[src/source/i2c_seq_pkg.sv]
/*
 * Shared types and widths for the table-driven i2c register-write sequencer.
 * The rtl and the testbench refer to these by scoped name.
 */
package i2c_seq_pkg;

    localparam int TD_W     = 28; // table load data width, one full entry
    localparam int SEQ_RA_W = 2;  // byte address inside the 4-byte command word

    typedef logic [7:0] byte_t;   // one i2c or sequencer memory byte
    typedef logic [7:0] dly_t;    // quarter bit length minus one, in mclk cycles

    // translation table entry, selected by byte 3 of a command word
    typedef struct packed {
        dly_t       dly;  // [27:20] quarter period minus one
        logic [3:0] nbwr; // [19:16] bytes sent after the slave address, 1..4
        logic [6:0] sa;   // [15:9] 7-bit slave address
        logic       rsvd; // [8] old read flag, ignored
        byte_t      rah;  // [7:0] register address high byte
    } tbl_entry_t;

    // nbwr of 4 sends rah then bytes 2..0
    // nbwr of 3 or less sends the low nbwr bytes of the word only
    // dly of 0 gives a 4 cycle bit, the fastest the engine runs

endpackage

[src/source/i2c_bit_if.sv]
/*
 * Command and status lines between the command sequencer and the bit engine.
 * The sequencer raises one snd level and holds it with din until ready is
 * seen, the engine then runs the command with ready low.
 */
interface i2c_bit_if;

    logic                 snd_start; // request a start condition
    logic                 snd_stop;  // request a stop condition
    logic                 snd9;      // request a 9-bit frame from din
    logic [8:0]           din;       // byte msb first, then the released ack bit
    i2c_seq_pkg::dly_t    dly;       // quarter length used by the next command
    logic                 ready;     // engine idle, takes a snd level this cycle
    logic                 bus_busy;  // a command is running on the bus
    logic                 bus_open;  // start sent, stop not yet sent

    modport seq (
        output snd_start, snd_stop, snd9, din, dly,
        input  ready, bus_busy, bus_open
    );

    modport eng (
        input  snd_start, snd_stop, snd9, din, dly,
        output ready, bus_busy, bus_open
    );

endinterface

[src/source/i2c_cmd_seq.sv]
/*
 * Write command sequencer.
 * i2c_start fetches byte 3 of the command word, which indexes the table.
 * The table entry then drives a one-hot stage chain: start, slave address,
 * optional high byte, data bytes 2..0 from sequencer memory, stop.
 * Each stage hands one command to the bit engine over i2c_bit_if.
 */
module i2c_cmd_seq (
    input  logic                             mclk,
    input  logic                             mrst,
    input  logic                             i2c_rst,    // synchronous abort
    input  logic                             i2c_start,  // pulse, only while not busy
    output logic [i2c_seq_pkg::SEQ_RA_W-1:0] seq_mem_ra, // byte number in the word
    output logic [1:0]                       seq_mem_re, // [0] re, [1] regen
    input  i2c_seq_pkg::byte_t               seq_rd,     // valid after seq_mem_re[1]
    output logic                             tbl_rd,
    output i2c_seq_pkg::byte_t               tbl_addr,
    input  i2c_seq_pkg::tbl_entry_t          entry,
    i2c_bit_if.seq                           bif,
    output logic                             i2c_run,    // low once stop is handed over
    output logic                             i2c_busy    // low once the bus is idle
);

    logic                    clr;          // reset or abort
    logic [6:0]              stg;          // [6] start [5] sa [4] rah [3:1] byte 2..0 [0] stop
    i2c_seq_pkg::tbl_entry_t ent_q;        // entry of the running command
    i2c_seq_pkg::byte_t      data_q;       // last byte from sequencer memory
    logic [2:0]              mem_re;       // re, regen, data valid
    logic                    first_mem_re; // fetch in flight is byte 3
    logic                    mem_valid;    // data_q belongs to the current stage
    logic [1:0]              tbl_pipe;     // table read latency
    logic                    start_seq;    // entry valid, start the chain
    logic                    pre_next_cmd; // engine takes a command this cycle
    logic                    next_cmd;     // first cycle after acceptance
    logic                    next_cmd_d;   // first cycle in the new stage
    logic                    data_stg;
    logic                    want_snd9;
    logic                    run_any_d;
    logic                    pre_cmd;      // covers the byte 3 and table fetch

    assign clr          = mrst | i2c_rst;
    assign start_seq    = tbl_pipe[1];
    assign data_stg     = |stg[3:1];
    assign pre_next_cmd = (bif.snd_start | bif.snd_stop | bif.snd9) & bif.ready;
    assign want_snd9    = (|stg[5:4]) | (data_stg & mem_valid); // data waits for memory
    assign seq_mem_re   = mem_re[1:0];
    assign bif.dly      = ent_q.dly;

    // stage chain, the stage after sa follows nbwr
    always_ff @(posedge mclk) begin
        if (clr) begin
            stg <= '0;
        end else if (start_seq) begin
            stg <= 7'h40;
        end else if (next_cmd) begin
            stg <= {1'b0,
                    stg[6],                                    // sa after start
                    stg[5] & (ent_q.nbwr >= 4'd4),             // high byte from table
                    stg[4] | (stg[5] & (ent_q.nbwr == 4'd3)),  // byte 2
                    stg[3] | (stg[5] & (ent_q.nbwr == 4'd2)),  // byte 1
                    stg[2] | (stg[5] & (ent_q.nbwr == 4'd1)),  // byte 0
                    stg[1] | (stg[5] & (ent_q.nbwr == 4'd0))}; // empty entry stops
        end
    end

    // sequencer memory fetches and the table read
    always_ff @(posedge mclk) begin
        if (clr) begin
            mem_re       <= '0;
            first_mem_re <= 1'b0;
            mem_valid    <= 1'b0;
            tbl_rd       <= 1'b0;
            tbl_pipe     <= '0;
        end else begin
            mem_re <= {mem_re[1:0], i2c_start | (next_cmd_d & data_stg)};
            if (i2c_start) first_mem_re <= 1'b1;
            else if (mem_re[2]) first_mem_re <= 1'b0;
            if (i2c_start || next_cmd) mem_valid <= 1'b0;
            else if (mem_re[2]) mem_valid <= 1'b1;
            tbl_rd   <= first_mem_re & mem_re[2];   // one cycle after byte 3 arrives
            tbl_pipe <= {tbl_pipe[0], tbl_rd};
        end
    end

    always_ff @(posedge mclk) begin
        seq_mem_ra <= i2c_start ? '1 : {stg[3], stg[2]}; // byte 3 first, then 2, 1, 0
        if (mem_re[2]) data_q <= seq_rd;
        if (first_mem_re && mem_re[2]) tbl_addr <= seq_rd;
        if (start_seq) ent_q <= entry;
    end

    // snd levels held until ready, dropped in the next_cmd cycle
    always_ff @(posedge mclk) begin
        if (clr) begin
            next_cmd      <= 1'b0;
            next_cmd_d    <= 1'b0;
            bif.snd_start <= 1'b0;
            bif.snd_stop  <= 1'b0;
            bif.snd9      <= 1'b0;
        end else begin
            next_cmd   <= pre_next_cmd;
            next_cmd_d <= next_cmd;
            if (next_cmd) begin
                bif.snd_start <= 1'b0;
                bif.snd_stop  <= 1'b0;
                bif.snd9      <= 1'b0;
            end else begin
                bif.snd_start <= bif.snd_start ? !bif.ready : stg[6];
                bif.snd_stop  <= bif.snd_stop ? !bif.ready : stg[0];
                bif.snd9      <= bif.snd9 ? !bif.ready : want_snd9;
            end
        end
    end

    // shift data source, stable while a stage lasts
    always_comb begin
        if (stg[5]) bif.din = {ent_q.sa, 1'b0, 1'b1};  // write address
        else if (stg[4]) bif.din = {ent_q.rah, 1'b1};
        else bif.din = {data_q, 1'b1};
    end

    always_ff @(posedge mclk) begin
        if (clr) begin
            run_any_d <= 1'b0;
            pre_cmd   <= 1'b0;
            i2c_run   <= 1'b0;
            i2c_busy  <= 1'b0;
        end else begin
            run_any_d <= |stg;
            if (i2c_start) pre_cmd <= 1'b1;
            else if (run_any_d) pre_cmd <= 1'b0;
            i2c_run  <= i2c_start | pre_cmd | run_any_d;
            i2c_busy <= i2c_start | pre_cmd | run_any_d | bif.bus_busy | bif.bus_open;
        end
    end

    // a new command only starts after the previous one has left the chain
    a_start_idle: assert property (@(posedge mclk) disable iff (clr)
        i2c_start |-> !i2c_run);

endmodule

[src/flat_wrapper.sv]
// flat-port wrapper written by rule: the top's interface ports become plain ports
module i2c_cmd_seq_flat 
  (mclk, mrst, i2c_rst, i2c_start, seq_mem_ra, seq_mem_re, seq_rd, tbl_rd, tbl_addr, entry, i2c_run, i2c_busy, bif_snd_start, bif_snd_stop, bif_snd9, bif_din, bif_dly, bif_ready, bif_bus_busy, bif_bus_open);
  i2c_bit_if bif_i ();
  input  logic mclk;
  input  logic mrst;
  input  logic i2c_rst;
  input  logic i2c_start;
  output logic [i2c_seq_pkg::SEQ_RA_W-1:0] seq_mem_ra;
  output logic [1:0] seq_mem_re;
  input  i2c_seq_pkg::byte_t seq_rd;
  output logic tbl_rd;
  output i2c_seq_pkg::byte_t tbl_addr;
  input  i2c_seq_pkg::tbl_entry_t entry;
  output logic i2c_run;
  output logic i2c_busy;
  output wire logic [$bits(bif_i.snd_start)-1:0] bif_snd_start;
  output wire logic [$bits(bif_i.snd_stop)-1:0] bif_snd_stop;
  output wire logic [$bits(bif_i.snd9)-1:0] bif_snd9;
  output wire logic [$bits(bif_i.din)-1:0] bif_din;
  output wire logic [$bits(bif_i.dly)-1:0] bif_dly;
  input wire logic [$bits(bif_i.ready)-1:0] bif_ready;
  input wire logic [$bits(bif_i.bus_busy)-1:0] bif_bus_busy;
  input wire logic [$bits(bif_i.bus_open)-1:0] bif_bus_open;
  assign bif_snd_start = bif_i.snd_start;
  assign bif_snd_stop = bif_i.snd_stop;
  assign bif_snd9 = bif_i.snd9;
  assign bif_din = bif_i.din;
  assign bif_dly = bif_i.dly;
  assign bif_i.ready = bif_ready;
  assign bif_i.bus_busy = bif_bus_busy;
  assign bif_i.bus_open = bif_bus_open;
  i2c_cmd_seq u_core (.mclk(mclk), .mrst(mrst), .i2c_rst(i2c_rst), .i2c_start(i2c_start), .seq_mem_ra(seq_mem_ra), .seq_mem_re(seq_mem_re), .seq_rd(seq_rd), .tbl_rd(tbl_rd), .tbl_addr(tbl_addr), .entry(entry), .bif(bif_i), .i2c_run(i2c_run), .i2c_busy(i2c_busy));
endmodule
[config.mk]
export PLATFORM = sky130hd
export DESIGN_NAME = i2c_cmd_seq_flat
export DESIGN_NICKNAME = d
export VERILOG_FILES = /design/src/source/i2c_seq_pkg.sv /design/src/source/i2c_bit_if.sv /design/src/source/i2c_cmd_seq.sv /design/src/flat_wrapper.sv
export SDC_FILE = /design/constraint.sdc
export NUM_CORES = 1
export LEC_CHECK = 0
export CORE_MARGIN = 10
export CORE_UTILIZATION = 55
export DETAILED_ROUTE_END_ITERATION = 6
export DONT_BUFFER_PORTS = 1
export PLACE_DENSITY = 0.79
export SETUP_SLACK_MARGIN = 0.5
export SYNTH_ARGS = -nofsm -noshare
export SYNTH_HDL_FRONTEND = slang
export SYNTH_SLANG_ARGS = --single-unit
export TNS_END_PERCENT = 30
[constraint.sdc]
create_clock -name mclk -period 1.8 [get_ports mclk]
set_clock_uncertainty 0.2 [all_clocks]
set_input_delay 0.18 -clock mclk [delete_from_list [all_inputs] [get_ports mclk]]
set_output_delay 0.18 -clock mclk [all_outputs]
set_load 0.1 [all_outputs]
==> flow_metrics.py <==
metrics = {
    "run_status": {
        "outcome": "complete, but fails checks",
        "violations": "setup timing",
    },
    "layout": {
        "fin_nets": 294,
        "fillers": 109,
        "final_common_cell": "edfxtp_1",
        "drive_gt1_frac": 0.465,
        "final_util": 0.939,
        "antenna_cells": 0,
        "finalNonFillerCells": 308,
        "area_growth_pct": 67.2,
        "layout_common_cells": "edfxtp_1 (43), dlygate4sd3_1 (41), buf_12 (33)",
    },
    "synthesis": {
        "ys_types": 24,
        "synth-async-reset-ratio": 0,
        "ys.flop_type": "edfxtp_1",
        "ys_warn_count": 0,
        "yosysSeqAreaShare": 0.746,
        "synth-edff-count": 43,
        "avgSynthCellArea_um2": 14.2,
        "synthCells": 171,
        "synth_fp_nets": 214,
        "ys_ff_latch": 69,
        "synth_area_um2": 2430,
    },
    "clock_network": {
        "insertion_delay_ps": 350,
        "cts-buffers-inserted": 9,
        "cts-root-buf": "clkbuf_8",
        "clkTransAtPathRegs_ps": 80,
        "clock-sinks": 69,
        "cts.path.max_buffers": 2,
        "cts_tree": "done",
        "htreeDepth": 3,
    },
    "placement": {
        "io_buffers": 0,
        "place.gp.congestion": 0.811,
        "dp.cells": 239,
        "hpwl_mm": 3.96,
    },
    "die": {
        "ioPinCount": 78,
        "core_area_um2": 4320,
        "die_y_um": 86.5,
        "dieArea_um2": 7470,
        "row_count": 24,
        "die_w_um": 86.5,
        "start_util": 0.562,
    },
    "power": {
        "switching_share": 0.253,
        "power_frac_comb": 0.070,
        "leakagePower_nw": 1.43,
        "p_per_area_nw_per_um2": 751,
        "p_sw_mw": 0.772,
        "p_clk_frac": 0.378,
        "vdd_drop_max_v": 0.000841,
        "pwr-share-seq": 0.552,
        "internal_power_mw": 2.28,
    },
    "critical_path": {
        "cp-start-kind": "flop",
        "crit_type": "flop to output pin",
        "crit_family": "flip-flops",
        "max_stage_delay_ps": 370,
        "end_kind": "output pin",
        "crit_buf_inv": 2,
        "cp_data_required_time_ps": 1420,
        "cp_slowest_cell": "dfxtp_4",
        "path_max_fanout": 4,
        "crit_arrival_ps": 1440,
        "cp_cell_sequence": "buf_8 -> mux2i_4 -> o21ai_4 -> buf_12",
    },
    "route": {
        "num_vias": 1841,
        "wl_mm": 9.01,
        "drcViolationCount": 0,
        "viasPerCell": 5.98,
        "ant_nets": 0,
        "drt_pass1_iterations": 4,
        "drt_iter0_markers": 159,
        "wl_per_cell_um": 29.3,
    },
    "sta": {
        "setup_tns_ps": -34.9,
        "fmax_mhz": 549,
        "rsz0062_at_grt": "true",
        "finalCritPeriodShare": 1.01,
        "fin_hold_ws_ps": 254,
        "fin_ws_ps": -21.4,
        "slew_viol_final": 0,
        "min_period_ps": 1820,
        "setup_violations": 3,
        "hold_viol_final": 0,
    },
    "global_route": {
        "grt_pass1_vias": 1875,
        "grt_usage": 0.206,
        "grt.overflow.total": 0,
        "grt_pass1_wl_mm": 11.3,
        "grt_max_degree": 16,
        "antenna_found_initial": 0,
    },
    "run": {
        "drv_cap": 0,
    },
    "hold_path": {
        "min_path_type": "flop to flop",
    },
}
[sequential cells by signal, indices dropped and copies added (netlist names)]
register,flops
u_core.next_cmd,1
u_core.bif.snd_start,1
u_core.first_mem_re,1
u_core.mem_re,3
u_core.ent_q,19
u_core.seq_mem_ra,2
u_core.mem_valid,1
u_core.tbl_addr,8
u_core.stg,7
u_core.run_any_d,1
u_core.data_q,8
u_core.bif.snd9,1
u_core.i2c_busy,1
u_core.pre_cmd,1
u_core.tbl_pipe,2
u_core.tbl_rd,1
u_core.next_cmd_d,1
u_core.bif.dly,8
u_core.bif.snd_stop,1
u_core.i2c_run,1
[layout make-up]
cell class | count | area [um^2] | area share
Clock buffer | 9 | 124 | 0.0305
Clock inverter | 7 | 50.0 | 0.0123
Inverter | 4 | 15.0 | 0.00370
Multi-Input combinational cell | 81 | 777 | 0.191
Sequential cell | 69 | 1850 | 0.455
Tap cell | 52 | 65.1 | 0.0160
Timing Repair Buffer | 86 | 1180 | 0.291
[layer usage]
metal / track usage / wire, um / vias up / part of all wire
met2: 0.356 / 4920 / 142 / 0.55
met3: 0.0872 / 778 / 25 / 0.086
met5: 0 / 0 / - / 0
li1: - / - / 765 / -
met1: 0.224 / 3020 / 909 / 0.33
met4: 0.0589 / 301 / 0 / 0.033
[worst paths after layout]
path / cells past startpoint / from / slack [ps] / end
worst max-delay path: 4 / u_core.stg[4] / -20 / bif_din[7]
worst min-delay path: 1 / u_core.tbl_pipe[0] / 250 / u_core.tbl_pipe[1]
worst max register to register: 6 / u_core.stg[4] / 170 / u_core.run_any_d
worst min register to register: 1 / u_core.tbl_pipe[0] / 250 / u_core.tbl_pipe[1]
[cells in the mapped netlist (all sizes together), types with 2 or more instances]
| cell | count | area, um^2 |
|---|---|---|
| or3 | 2 | 17.5 |
| edfxtp | 43 | 1290 |
| nor2 | 20 | 75.1 |
| mux2i | 9 | 90.1 |
| nand2 | 9 | 33.8 |
| clkbuf | 3 | 11.3 |
| o21ai | 7 | 35.0 |
| or2 | 3 | 18.8 |
| nor3 | 2 | 10.0 |
| dfxtp | 26 | 521 |
| a41oi | 2 | 17.5 |
| inv | 4 | 15.0 |
| and2 | 6 | 37.5 |
| a211oi | 7 | 52.6 |
| buf | 14 | 97.6 |
| a21oi | 8 | 40.0 |
[kinds of logic (layout without fill, tap and decap cells)]
group                  after synthesis  count (layout)  share of synthesized area
buffers and inverters               21             106                     0.0510
other                                1               1                    0.00154
and+or+nand+nor                     44              44                     0.0860
DFF                                 69              69                      0.746
muxes                                9               9                     0.0371
AOI/OAI and AO/OA                   27              27                     0.0783
[power groups by stage]
stage | clock (mW) | combinational, mW | sequential, mW
floorplan | 0 | 0.0443 | 1.76
global placement | 0 | 0.0924 | 1.72
detailed placement | 0 | 0.0938 | 1.72
CTS | 1.13 | 0.191 | 1.68
global route | 1.22 | 0.218 | 1.68
finish | 1.15 | 0.212 | 1.68
[through the flow]
stage / total power [mW] / setup slack, ps / cell area [um^2]
floorplan: 1.80 / 228 / 2550
global placement: 1.81 / 255 / 2850
detailed placement: 1.82 / 195 / 2850
CTS: 3.00 / -0.934 / 3930
global route: 3.12 / -53.3 / 4060
finish: 3.05 / -21.4 / 4060
[repair_timing]
action | in CTS | in global routing
pin swaps | 15 | 18
gates resized for setup | 103 | 25
endpoints found under the setup margin | 49 | 45
hold buffers | 41 | 0
endpoints found under the hold margin | 69 | 0
buffers inserted | 8 | 4
Power figures use the tool's default switching activity.
