## config.mk

```make
export PLATFORM = sky130hd
export DESIGN_NAME = i2c_bit_engine_flat
export DESIGN_NICKNAME = d
export VERILOG_FILES = /design/src/source/i2c_seq_pkg.sv /design/src/source/i2c_bit_if.sv /design/src/source/i2c_bit_engine.sv /design/src/flat_wrapper.sv
export SDC_FILE = /design/constraint.sdc
export NUM_CORES = 1
export LEC_CHECK = 0
export ABC_AREA = 1
export BUFFER_PORTS_ARGS = -buffer_cell sky130_fd_sc_hd__buf_2
export CORE_ASPECT_RATIO = 1.1
export CORE_MARGIN = 2
export CORE_UTILIZATION = 60
export DETAILED_ROUTE_END_ITERATION = 10
export HOLD_SLACK_MARGIN = 0.1
export PLACE_DENSITY = 0.9
export REMOVE_ABC_BUFFERS = 1
export SLEW_MARGIN = 25
export SYNTH_ARGS = -nofsm -noshare
export SYNTH_HDL_FRONTEND = slang
export SYNTH_SLANG_ARGS = --single-unit
```

## constraint.sdc

```tcl
create_clock -name mclk -period 3.3 [get_ports mclk]
set_input_delay 0.33 -clock mclk [delete_from_list [all_inputs] [get_ports mclk]]
set_output_delay 0.33 -clock mclk [all_outputs]
set_load 0.02 [all_outputs]
```

## src/source/i2c_seq_pkg.sv

```systemverilog
/*
 * Shared types and widths for the table-driven i2c register-write sequencer.
 * The rtl and the testbench refer to these by scoped name.
 */
package i2c_seq_pkg;

    localparam int TD_W     = 28; // table load data width, one full entry
    localparam int SEQ_RA_W = 2;  // byte address inside the 4-byte command word

    typedef logic [7:0] byte_t;   // one i2c or sequencer memory byte
    typedef logic [7:0] dly_t;    // quarter bit length minus one, in mclk cycles

    // translation table entry, selected by byte 3 of a command word
    typedef struct packed {
        dly_t       dly;  // [27:20] quarter period minus one
        logic [3:0] nbwr; // [19:16] bytes sent after the slave address, 1..4
        logic [6:0] sa;   // [15:9] 7-bit slave address
        logic       rsvd; // [8] old read flag, ignored
        byte_t      rah;  // [7:0] register address high byte
    } tbl_entry_t;

    // nbwr of 4 sends rah then bytes 2..0
    // nbwr of 3 or less sends the low nbwr bytes of the word only
    // dly of 0 gives a 4 cycle bit, the fastest the engine runs

endpackage

```

## src/source/i2c_bit_if.sv

```systemverilog
/*
 * Command and status lines between the command sequencer and the bit engine.
 * The sequencer raises one snd level and holds it with din until ready is
 * seen, the engine then runs the command with ready low.
 */
interface i2c_bit_if;

    logic                 snd_start; // request a start condition
    logic                 snd_stop;  // request a stop condition
    logic                 snd9;      // request a 9-bit frame from din
    logic [8:0]           din;       // byte msb first, then the released ack bit
    i2c_seq_pkg::dly_t    dly;       // quarter length used by the next command
    logic                 ready;     // engine idle, takes a snd level this cycle
    logic                 bus_busy;  // a command is running on the bus
    logic                 bus_open;  // start sent, stop not yet sent

    modport seq (
        output snd_start, snd_stop, snd9, din, dly,
        input  ready, bus_busy, bus_open
    );

    modport eng (
        input  snd_start, snd_stop, snd9, din, dly,
        output ready, bus_busy, bus_open
    );

endinterface

```

## src/source/i2c_bit_engine.sv

```systemverilog
/*
 * SCL and SDA generator for start, stop and 9-bit byte frames.
 * Every quarter lasts dly+1 mclk cycles, dly is taken with the command.
 * A byte bit has scl low in quarters 0,1 and high in 2,3, sda moves at
 * quarter 0 only. sda_en high pulls the open-drain SDA line low.
 */
module i2c_bit_engine (
    input  logic   mclk,
    input  logic   mrst,
    input  logic   i2c_rst, // abort, bus returns to idle levels
    i2c_bit_if.eng bif,
    output logic   scl,
    output logic   sda_en
);

    typedef enum logic [1:0] {M_IDLE, M_START, M_STOP, M_BYTE} mode_t;

    mode_t             mode;
    i2c_seq_pkg::dly_t qtmr;   // cycles left in this quarter
    i2c_seq_pkg::dly_t dly_q;  // quarter reload for the running command
    logic [1:0]        qcnt;   // quarter within the bit or condition
    logic [3:0]        bcnt;   // bit within the frame, 8 is ack
    logic [7:0]        sr;     // shift register, sr[7] goes out at the next bit
    logic              accept;
    logic              q_end;

    assign accept       = bif.ready & (bif.snd_start | bif.snd_stop | bif.snd9);
    assign q_end        = (qtmr == '0);
    assign bif.ready    = (mode == M_IDLE);
    assign bif.bus_busy = (mode != M_IDLE);

    always_ff @(posedge mclk) begin
        if (mrst || i2c_rst) begin
            mode         <= M_IDLE;
            qtmr         <= '0;
            qcnt         <= '0;
            bcnt         <= '0;
            scl          <= 1'b1;
            sda_en       <= 1'b0;
            bif.bus_open <= 1'b0;
        end else if (mode == M_IDLE) begin
            if (accept) begin
                qtmr <= bif.dly;
                qcnt <= '0;
                bcnt <= '0;
                if (bif.snd_start) begin
                    mode   <= M_START;
                    scl    <= 1'b1;          // sda released, scl high
                    sda_en <= 1'b0;
                end else if (bif.snd_stop) begin
                    mode   <= M_STOP;
                    scl    <= 1'b0;
                    sda_en <= 1'b1;          // sda low while scl is low
                end else begin
                    mode   <= M_BYTE;
                    scl    <= 1'b0;
                    sda_en <= !bif.din[8];   // first bit
                end
            end
        end else if (!q_end) begin
            qtmr <= qtmr - 1'b1;
        end else begin
            qtmr <= dly_q;
            qcnt <= qcnt + 1'b1;
            case (mode)
                M_START: begin
                    if (qcnt == 2'd0) begin
                        sda_en <= 1'b1;          // sda falls with scl high
                    end else if (qcnt == 2'd1) begin
                        scl <= 1'b0;
                    end else begin
                        mode         <= M_IDLE;
                        bif.bus_open <= 1'b1;
                    end
                end
                M_STOP: begin
                    if (qcnt == 2'd0) begin
                        scl <= 1'b1;
                    end else if (qcnt == 2'd1) begin
                        sda_en <= 1'b0;          // sda rises with scl high
                    end else begin
                        mode         <= M_IDLE;
                        bif.bus_open <= 1'b0;
                    end
                end
                default: begin
                    if (qcnt == 2'd1) begin
                        scl <= 1'b1;
                    end else if (qcnt == 2'd3) begin
                        scl <= 1'b0;             // idle gap keeps scl low
                        if (bcnt == 4'd8) begin
                            mode <= M_IDLE;
                        end else begin
                            bcnt   <= bcnt + 1'b1;
                            sda_en <= (bcnt == 4'd7) ? 1'b0 : !sr[7]; // ack released
                        end
                    end
                end
            endcase
        end
    end

    always_ff @(posedge mclk) begin
        if (accept) begin
            sr    <= bif.din[7:0];   // din[8] is already on the line
            dly_q <= bif.dly;
        end else if (mode == M_BYTE && q_end && qcnt == 2'd3) begin
            sr <= {sr[6:0], 1'b1};
        end
    end

    a_one_snd: assert property (@(posedge mclk) disable iff (mrst || i2c_rst)
        $onehot0({bif.snd_start, bif.snd_stop, bif.snd9}));

    // sequencer keeps the frame data still while the engine is busy
    a_din_hold: assert property (@(posedge mclk) disable iff (mrst || i2c_rst)
        bif.snd9 && !bif.ready |=> $stable(bif.din));

endmodule

```

## src/flat_wrapper.sv

```systemverilog
// flat-port wrapper written by rule: the top's interface ports become plain ports
module i2c_bit_engine_flat 
  (mclk, mrst, i2c_rst, scl, sda_en, bif_snd_start, bif_snd_stop, bif_snd9, bif_din, bif_dly, bif_ready, bif_bus_busy, bif_bus_open);
  i2c_bit_if bif_i ();
  input  logic mclk;
  input  logic mrst;
  input  logic i2c_rst;
  output logic scl;
  output logic sda_en;
  input wire logic [$bits(bif_i.snd_start)-1:0] bif_snd_start;
  input wire logic [$bits(bif_i.snd_stop)-1:0] bif_snd_stop;
  input wire logic [$bits(bif_i.snd9)-1:0] bif_snd9;
  input wire logic [$bits(bif_i.din)-1:0] bif_din;
  input wire logic [$bits(bif_i.dly)-1:0] bif_dly;
  output wire logic [$bits(bif_i.ready)-1:0] bif_ready;
  output wire logic [$bits(bif_i.bus_busy)-1:0] bif_bus_busy;
  output wire logic [$bits(bif_i.bus_open)-1:0] bif_bus_open;
  assign bif_i.snd_start = bif_snd_start;
  assign bif_i.snd_stop = bif_snd_stop;
  assign bif_i.snd9 = bif_snd9;
  assign bif_i.din = bif_din;
  assign bif_i.dly = bif_dly;
  assign bif_ready = bif_i.ready;
  assign bif_bus_busy = bif_i.bus_busy;
  assign bif_bus_open = bif_i.bus_open;
  i2c_bit_engine u_core (.mclk(mclk), .mrst(mrst), .i2c_rst(i2c_rst), .bif(bif_i), .scl(scl), .sda_en(sda_en));
endmodule
```

==> results.tsv, run 1 <==
stage	metric	value	unit
cells_and_area	area_growth	10.3	%
clock_tree	clock-root-buffer	clkbuf_4	
logic_synthesis	synth_common_cells	83 x nand2_1, 30 x nor2_1, 29 x inv_1	
flow_run	drv_cap	0	
worst_setup_path	crit_top_cell	nand2_1	
logic_synthesis	synthTopCellsByArea	edfxtp_1 22%, dfxtp_1 18%, nand2_1 14%, ha_1 7.5%, nor2_1 5.2%	
timing	finalMaxSlewViolations	0	
timing	fin_crit_sh	71.1	%
timing	worst_slew_pin_slew	521	ps
cells_and_area	stdcell_count	371	
cells_and_area	layout-drive-gt1-share	18.9	%
grt	grt_pass1_wl	7.69	mm
drt	postRouteAntennaNets	0	
logic_synthesis	synth_top_area_share	22.2	%
drt	drt_wl_total	4.56	mm
logic_synthesis	async_reset_ff_share	0	%
floorplanning	core-area	3390	um^2
floorplanning	dieArea	4100	um^2
drt	vias_per_cell	5.25	
timing	setup-violations-final	0	
hold_path	whs_path_depth	1	
worst_setup_path	crit_family	simple AND/OR/NAND/NOR gates	
logic_synthesis	ys_seq_area_share	39.8	%
worst_setup_path	max_stage_delay	550	ps
hold_path	hold_class	input pin to flop	
clock_tree	ctsLongestPathBuffers	2	
cells_and_area	final_nets	358	
floorplanning	start_util	63.9	%
timing	rsz0062_at_grt	false	
floorplanning	rows	22	
logic_synthesis	yosys_warnings	0	
clock_tree	cts_hold_buf	0	
timing	fmax	426	MHz
outcome	outcome	completed	
worst_setup_path	cp_cell_sequence	inv_1 > ha_1 > nand2_1 > clkinv_1 > nand2_1 > nand2_1	
drt	vias	1948	
floorplanning	die_w	61.3	um
logic_synthesis	synthesis.area	2160	um^2
timing	finalSetupTns	0	ps
grt	antenna_found_initial	0	
clock_tree	cts.sinks	35	
timing	finalClockSkew	12.7	ps
clock_tree	postCtsResizedCells	0	
worst_setup_path	startpoint_type	flop	
worst_setup_path	path_depth	6	
worst_setup_path	path_buf_inv	2	
logic_synthesis	ys_types	30	
worst_setup_path	worstPathArrival	2450	ps
worst_setup_path	reg2regPathDepth	6	
timing	hold_viol_final	0	
worst_setup_path	worstPathMaxFanout	15	
place	dpl.cell_count	363	
drt	dr.pass1.iters	5	
clock_tree	postCtsSetupBuffers	0	
logic_synthesis	yosys.area.top_type	edfxtp_1	
place	place_hpwl	3.38	mm
worst_setup_path	crit_slowest_cell	clkinv_1	
clock_tree	numCtsBuffers	5	
logic_synthesis	synth_edf_count	16	
clock_tree	cts_max_level	2	
logic_synthesis	synth_most_common_cell	nand2_1	
cells_and_area	n_antenna_cell	0	
logic_synthesis	synthCells	292	
logic_synthesis	synth_flop_cell	dfxtp_1	
grt	grt_overflow	0	
grt	grt_pass1_vias	1840	
timing	relSlewSlack	65.0	%
floorplanning	die_y	67.0	um
timing	min_period	2350	ps
worst_setup_path	rrSetupSlack	950	ps
floorplanning	num_io_pins	28	
drt	wl_per_cell	12.3	um
worst_setup_path	critPathKind	flop to flop	
clock_tree	clkLatencyLatePin	350	ps
place	gp_congestion	0.869	
pwr	leakage	1.11	nW
drt	drcViolationCount	0	
logic_synthesis	syn_avg_cell_area	7.41	um^2
worst_setup_path	critical_path.endpoint_type	flop	
grt	grt_start_max_net_pins	16	
pwr	power.density	1070	nW/um^2
pwr	ir_drop	0.000664	V
logic_synthesis	ys_ff_latch	35	
place	portBuffers	27	
clock_tree	cts_tree	done	
grt	grt_use_total	25.5	%
worst_setup_path	cp.required	3410	ps
drt	drt_iter0_drc	151	
clock_tree	clkSlewWorstSetupHoldPaths	130	ps
[cell families after synthesis]
logic type | Yosys count | synth area share (%)
simple gates | 151 | 30.6
buf+inv | 45 | 9.02
fa+ha+maj | 13 | 7.52
compound gates | 43 | 11.0
flops | 35 | 39.8
xor+xnor | 5 | 2.02
[power breakdown]
group	leakage, nW	total [W]	internal [W]	switching, W
clock network	0.0272	0.000242	0.0000813	0.000160
registers	0.318	0.000748	0.000669	0.0000790
logic	0.766	0.00156	0.000514	0.00105
[sequential cells by signal (all words and copies together) (netlist names)]
register             cells
u_core.qcnt              2
u_core.sr                8
u_core.bcnt              4
u_core.qtmr              8
u_core.bif.bus_open      1
u_core.scl               1
u_core.sda_en            1
u_core.dly_q             8
u_core.mode              2
[through the flow]
step | util, % | worst slack, ps | total power [W] | cell area [um^2] | hold slack, ps
after global placement | 68.8 | 1080 | 0.00226 | 2330 | 442
final | 70.5 | 955 | 0.00255 | 2390 | 175
after floorplan | - | 944 | 0.00193 | 2110 | 429
after global routing | 70.5 | 767 | 0.00279 | 2390 | 159
after detailed placement | 68.8 | 1010 | 0.00230 | 2330 | 450
after CTS | 70.5 | 984 | 0.00255 | 2390 | 161
[final cells by class]
class | count | area (um^2)
fill | 287 | 1000
clock inverter | 3 | 20.0
clock buffer | 5 | 37.5
timing repair buffer | 30 | 158
tap | 48 | 60.1
inverter | 38 | 143
multi-input combinational | 212 | 1110
sequential | 35 | 861
[routing by layer]
layer  part of all wire (%)  global-route usage [%]
met1                     43                    28.6
met2                     48                    44.1
met3                    6.1                    6.21
met4                    2.7                    12.0
met5                      0                       0
[cell usage in the layout (no fill, tap or decap)]
cell / Yosys / final
xnor2_1: 1 / 1
buf_2: 3 / 27
nor2_2: 6 / 6
nor3b_1: 1 / 1
clkinvlp_4: 0 / 2
nor2_1: 30 / 30
nor3_4: 1 / 1
buf_4: 2 / 3
o21bai_1: 1 / 1
ha_1: 13 / 13
a21oi_4: 1 / 1
clkbuf_4: 0 / 5
nand3_2: 2 / 2
nand4_1: 3 / 3
inv_2: 8 / 8
o21ai_1: 1 / 1
o21ai_0: 14 / 14
dfxtp_1: 19 / 19
xor2_1: 4 / 4
nand2_1: 83 / 83
nor3_1: 2 / 2
and2_1: 1 / 1
clkinv_1: 1 / 1
nand2_2: 3 / 3
or2_2: 1 / 1
nand3_1: 17 / 17
clkinv_2: 0 / 1
o211ai_1: 4 / 4
a21oi_1: 22 / 22
inv_1: 29 / 29
edfxtp_1: 16 / 16
nor2_4: 1 / 1
[path summary, 6_finish.rpt]
| check | endpoint | startpoint |
|---|---|---|
| setup reg to reg | u_core.sr[2] | u_core.mode[0] |
| hold reg to reg | u_core.bif.bus_open | u_core.bif.bus_open |
| hold / removal | u_core.dly_q[3] | bif_dly[3] |
| setup / recovery | u_core.sr[2] | u_core.mode[0] |
No activity file was read; power rests on OpenSTA's default activity.
==> run 2: changes to the inputs <==
ABC_AREA = 0   (was 1)
CORE_UTILIZATION = 57   (was 60)
PLACE_DENSITY = 0.87   (was 0.9)
clock period = 2.4 ns   (was 3.3 ns; I/O delays follow)
==> run 2 against run 1 <==
Effect of this change:
- non-clock buffer count increased by 3
- worst hold slack got worse by 46 ps
- cell count decreased by 16%
- setup slack got worse by 620 ps
- critical path depth unchanged
- die area increased by 3.4%
- clock power increased to 2.7 times the previous value
- synthesized area decreased by 1.6%
- combinational power decreased by 79%
- sequential share of layout area decreased by 1.1 points
- clock skew decreased by 3.5 ps
- first-iteration DRC count decreased by 32%
==> results.tsv, run 2 <==
stage	metric	value	unit
timing	min_period	2060	ps
worst_setup_path	critical_path.endpoint_type	flop	
drt	postRouteAntennaNets	0	
timing	hold_viol_final	0	
place	gp_congestion	0.913	
logic_synthesis	synth.mux.area_fraction	4.82	%
worst_setup_path	r2r_start	u_core.mode[1]	
floorplanning	die_y	68.1	um
clock_tree	cts.sinks	35	
hold_path	hp-start	bif_dly[1]	
worst_setup_path	rrSetupSlack	340	ps
grt	grt_pass1_vias	1725	
floorplanning	dieArea	4240	um^2
logic_synthesis	synth_top_family_by_area	simple AND/OR/NAND/NOR gates	
grt	grt_start_max_net_pins	30	
drt	drt_wl_total	4.78	mm
flow_run	drv_cap	0	
logic_synthesis	synth_top_area_share	22.6	%
timing	rsz0062_at_grt	false	
logic_synthesis	yosys_warnings	0	
drt	drt_iter0_drc	102	
floorplanning	num_io_pins	28	
place	portBuffers	27	
logic_synthesis	synth_common_cells	28 x nand2_1, 19 x dfxtp_1, 18 x o21ai_0	
worst_setup_path	crit_family	compound AO/OA/AOI/OAI gates	
logic_synthesis	synth-adder-area-share	7.64	%
clock_tree	cts_tree	done	
logic_synthesis	async_reset_ff_share	0	%
logic_synthesis	ys_ff_latch	35	
drt	vias_per_cell	5.96	
logic_synthesis	yosys.area_share.simple	22.5	%
worst_setup_path	cp_cell_sequence	inv_1 > ha_1 > or3b_2 > a2bb2oi_1 > o31ai_1 > a221oi_1	
worst_setup_path	r2r_end	u_core.mode[1]	
logic_synthesis	synth_flop_cell	dfxtp_1	
drt	vias	1864	
cells_and_area	area_growth	15.7	%
worst_setup_path	worstPathArrival	2220	ps
logic_synthesis	synth_compound_area_share	19.5	%
timing	relSlewSlack	64.6	%
drt	dr.pass1.iters	4	
floorplanning	die_w	62.3	um
worst_setup_path	worstPathMaxFanout	9	
worst_setup_path	critPathKind	flop to flop	
logic_synthesis	synth_xor_area_share	0	%
worst_setup_path	crit_slowest_cell	or3b_2	
grt	grt_use_total	25.0	%
worst_setup_path	cp.required	2560	ps
clock_tree	postCtsSetupBuffers	0	
logic_synthesis	synthCells	231	
logic_synthesis	synthTopCellsByArea	edfxtp_1 23%, dfxtp_1 18%, ha_1 7.6%, nand2_1 4.9%, o21ai_0 4.2%	
floorplanning	rows	23	
worst_setup_path	path_buf_inv	1	
timing	worst_slew_pin_slew	526	ps
clock_tree	clkLatencyLatePin	300	ps
cells_and_area	layout-drive-gt1-share	21.7	%
timing	setup-violations-final	0	
pwr	ir_drop	0.000516	V
clock_tree	numCtsBuffers	5	
clock_tree	postCtsResizedCells	0	
floorplanning	start_util	58.7	%
pwr	power.density	690	nW/um^2
place	place_hpwl	3.32	mm
logic_synthesis	synth_most_common_cell	nand2_1	
clock_tree	cts_hold_buf	0	
drt	wl_per_cell	15.3	um
grt	grt_overflow	0	
timing	fmax	484	MHz
hold_path	hold_class	input pin to flop	
cells_and_area	n_antenna_cell	0	
clock_tree	ctsLongestPathBuffers	2	
floorplanning	core-area	3630	um^2
logic_synthesis	synth_edf_count	16	
grt	grt_pass1_wl	8.22	mm
logic_synthesis	yosys.area.top_type	edfxtp_1	
grt	antenna_found_initial	0	
worst_setup_path	startpoint_type	flop	
clock_tree	clkSlewWorstSetupHoldPaths	80	ps
logic_synthesis	ys_types	49	
outcome	outcome	completed	
hold_path	whs_path_depth	1	
logic_synthesis	ys_seq_area_share	40.4	%
drt	drcViolationCount	0	
hold_path	whs_endpoint	u_core.dly_q[1]	
cells_and_area	finish.utilization	67.9	%
pwr	power	0.00170	W
cells_and_area	fillers	311	
logic_synthesis	syn_avg_cell_area	9.22	um^2
timing	finalClockSkew	9.18	ps
timing	finalMaxSlewViolations	0	
cells_and_area	final_common_cell	nand2_1	
cells_and_area	top_regs	u_core.dly_q (8), u_core.qtmr (8), u_core.sr (8)	
clock_tree	clock-root-buffer	clkbuf_8	
worst_setup_path	reg2regPathDepth	6	
worst_setup_path	max_stage_delay	490	ps
clock_tree	cts_max_level	2	
pwr	leakage	1.06	nW
logic_synthesis	synthesis.area	2130	um^2
timing	fin_crit_sh	86.0	%
cells_and_area	final_nets	298	
cells_and_area	mostFrequentLayoutCells	28 x nand2_1, 27 x buf_2, 19 x dfxtp_1	
run 2: cell types whose count changed in the layout (fill, tap and decap cells not counted), sizes merged, moves of 4 or more:
cell	before	now
nand3	19	6
o31ai	0	6
mux2i	0	8
inv	37	16
nor2	37	13
a211oi	0	5
a31oi	0	4
nand2	86	28
a21oi	23	14
nor4	0	4
xor2	4	0
run 2: cells by family (layout without fill, tap and decap cells):
family / Yosys count / in the layout
DFF: 35 / 35
buffers and inverters: 26 / 58
AOI/OAI and AO/OA: 64 / 64
and+or+nand+nor: 83 / 83
adders and majority gates: 13 / 13
muxes: 10 / 10
run 2: worst max path at each step:
| stage | cells past startpoint | startpoint | end |
|---|---|---|---|
| 2_1_floorplan | 4 | u_core.mode[0] | u_core.sr[0] |
| 3_3_place_gp | 6 | u_core.mode[0] | u_core.mode[0] |
| 3_5_place_dp | 6 | u_core.mode[1] | u_core.mode[1] |
| 4_1_cts | 6 | u_core.mode[1] | u_core.mode[1] |
| 5_1_grt | 6 | u_core.mode[1] | u_core.mode[1] |
| 6_report | 6 | u_core.mode[1] | u_core.mode[1] |
run 2: stage by stage:
| stage | hold slack [ps] | instances | setup TNS, ps | worst slack [ps] | cell area (um^2) |
|---|---|---|---|---|---|
| CTS | 126 | 313 | 0 | 349 | 2460 |
| finish | 128 | 313 | 0 | 336 | 2460 |
| global placement | 433 | 305 | 0 | 446 | 2330 |
| floorplan | 339 | 222 | -446 | -55.7 | 2080 |
| detailed placement | 432 | 305 | 0 | 363 | 2330 |
| global route | 119 | 313 | 0 | 205 | 2460 |
run 2: layout make-up:
type | instances | area, um^2 | share of cell area (%)
Inverter | 17 | 63.8 | 2.59
Clock buffer | 5 | 68.8 | 2.79
Tap cell | 50 | 62.6 | 2.54
Clock inverter | 3 | 67.6 | 2.74
Timing Repair Buffer | 33 | 180 | 7.31
Multi-Input combinational cell | 170 | 1160 | 47.1
Sequential cell | 35 | 861 | 34.9
run 2: report_power, final:
group	switching (W)	internal, W
registers	0.0000371	0.000685
clock network	0.000233	0.000414
logic	0.000199	0.000132
total	0.000469	0.00123
run 2: per-layer routing:
layer / GRT usage [%] / routed length, um / part of all wire [%]
met5: 0 / 0 / 0
met2: 43.2 / 2280 / 48
met3: 5.92 / 382 / 8.0
met1: 31.8 / 2070 / 43
met4: 7.78 / 35 / 0.73
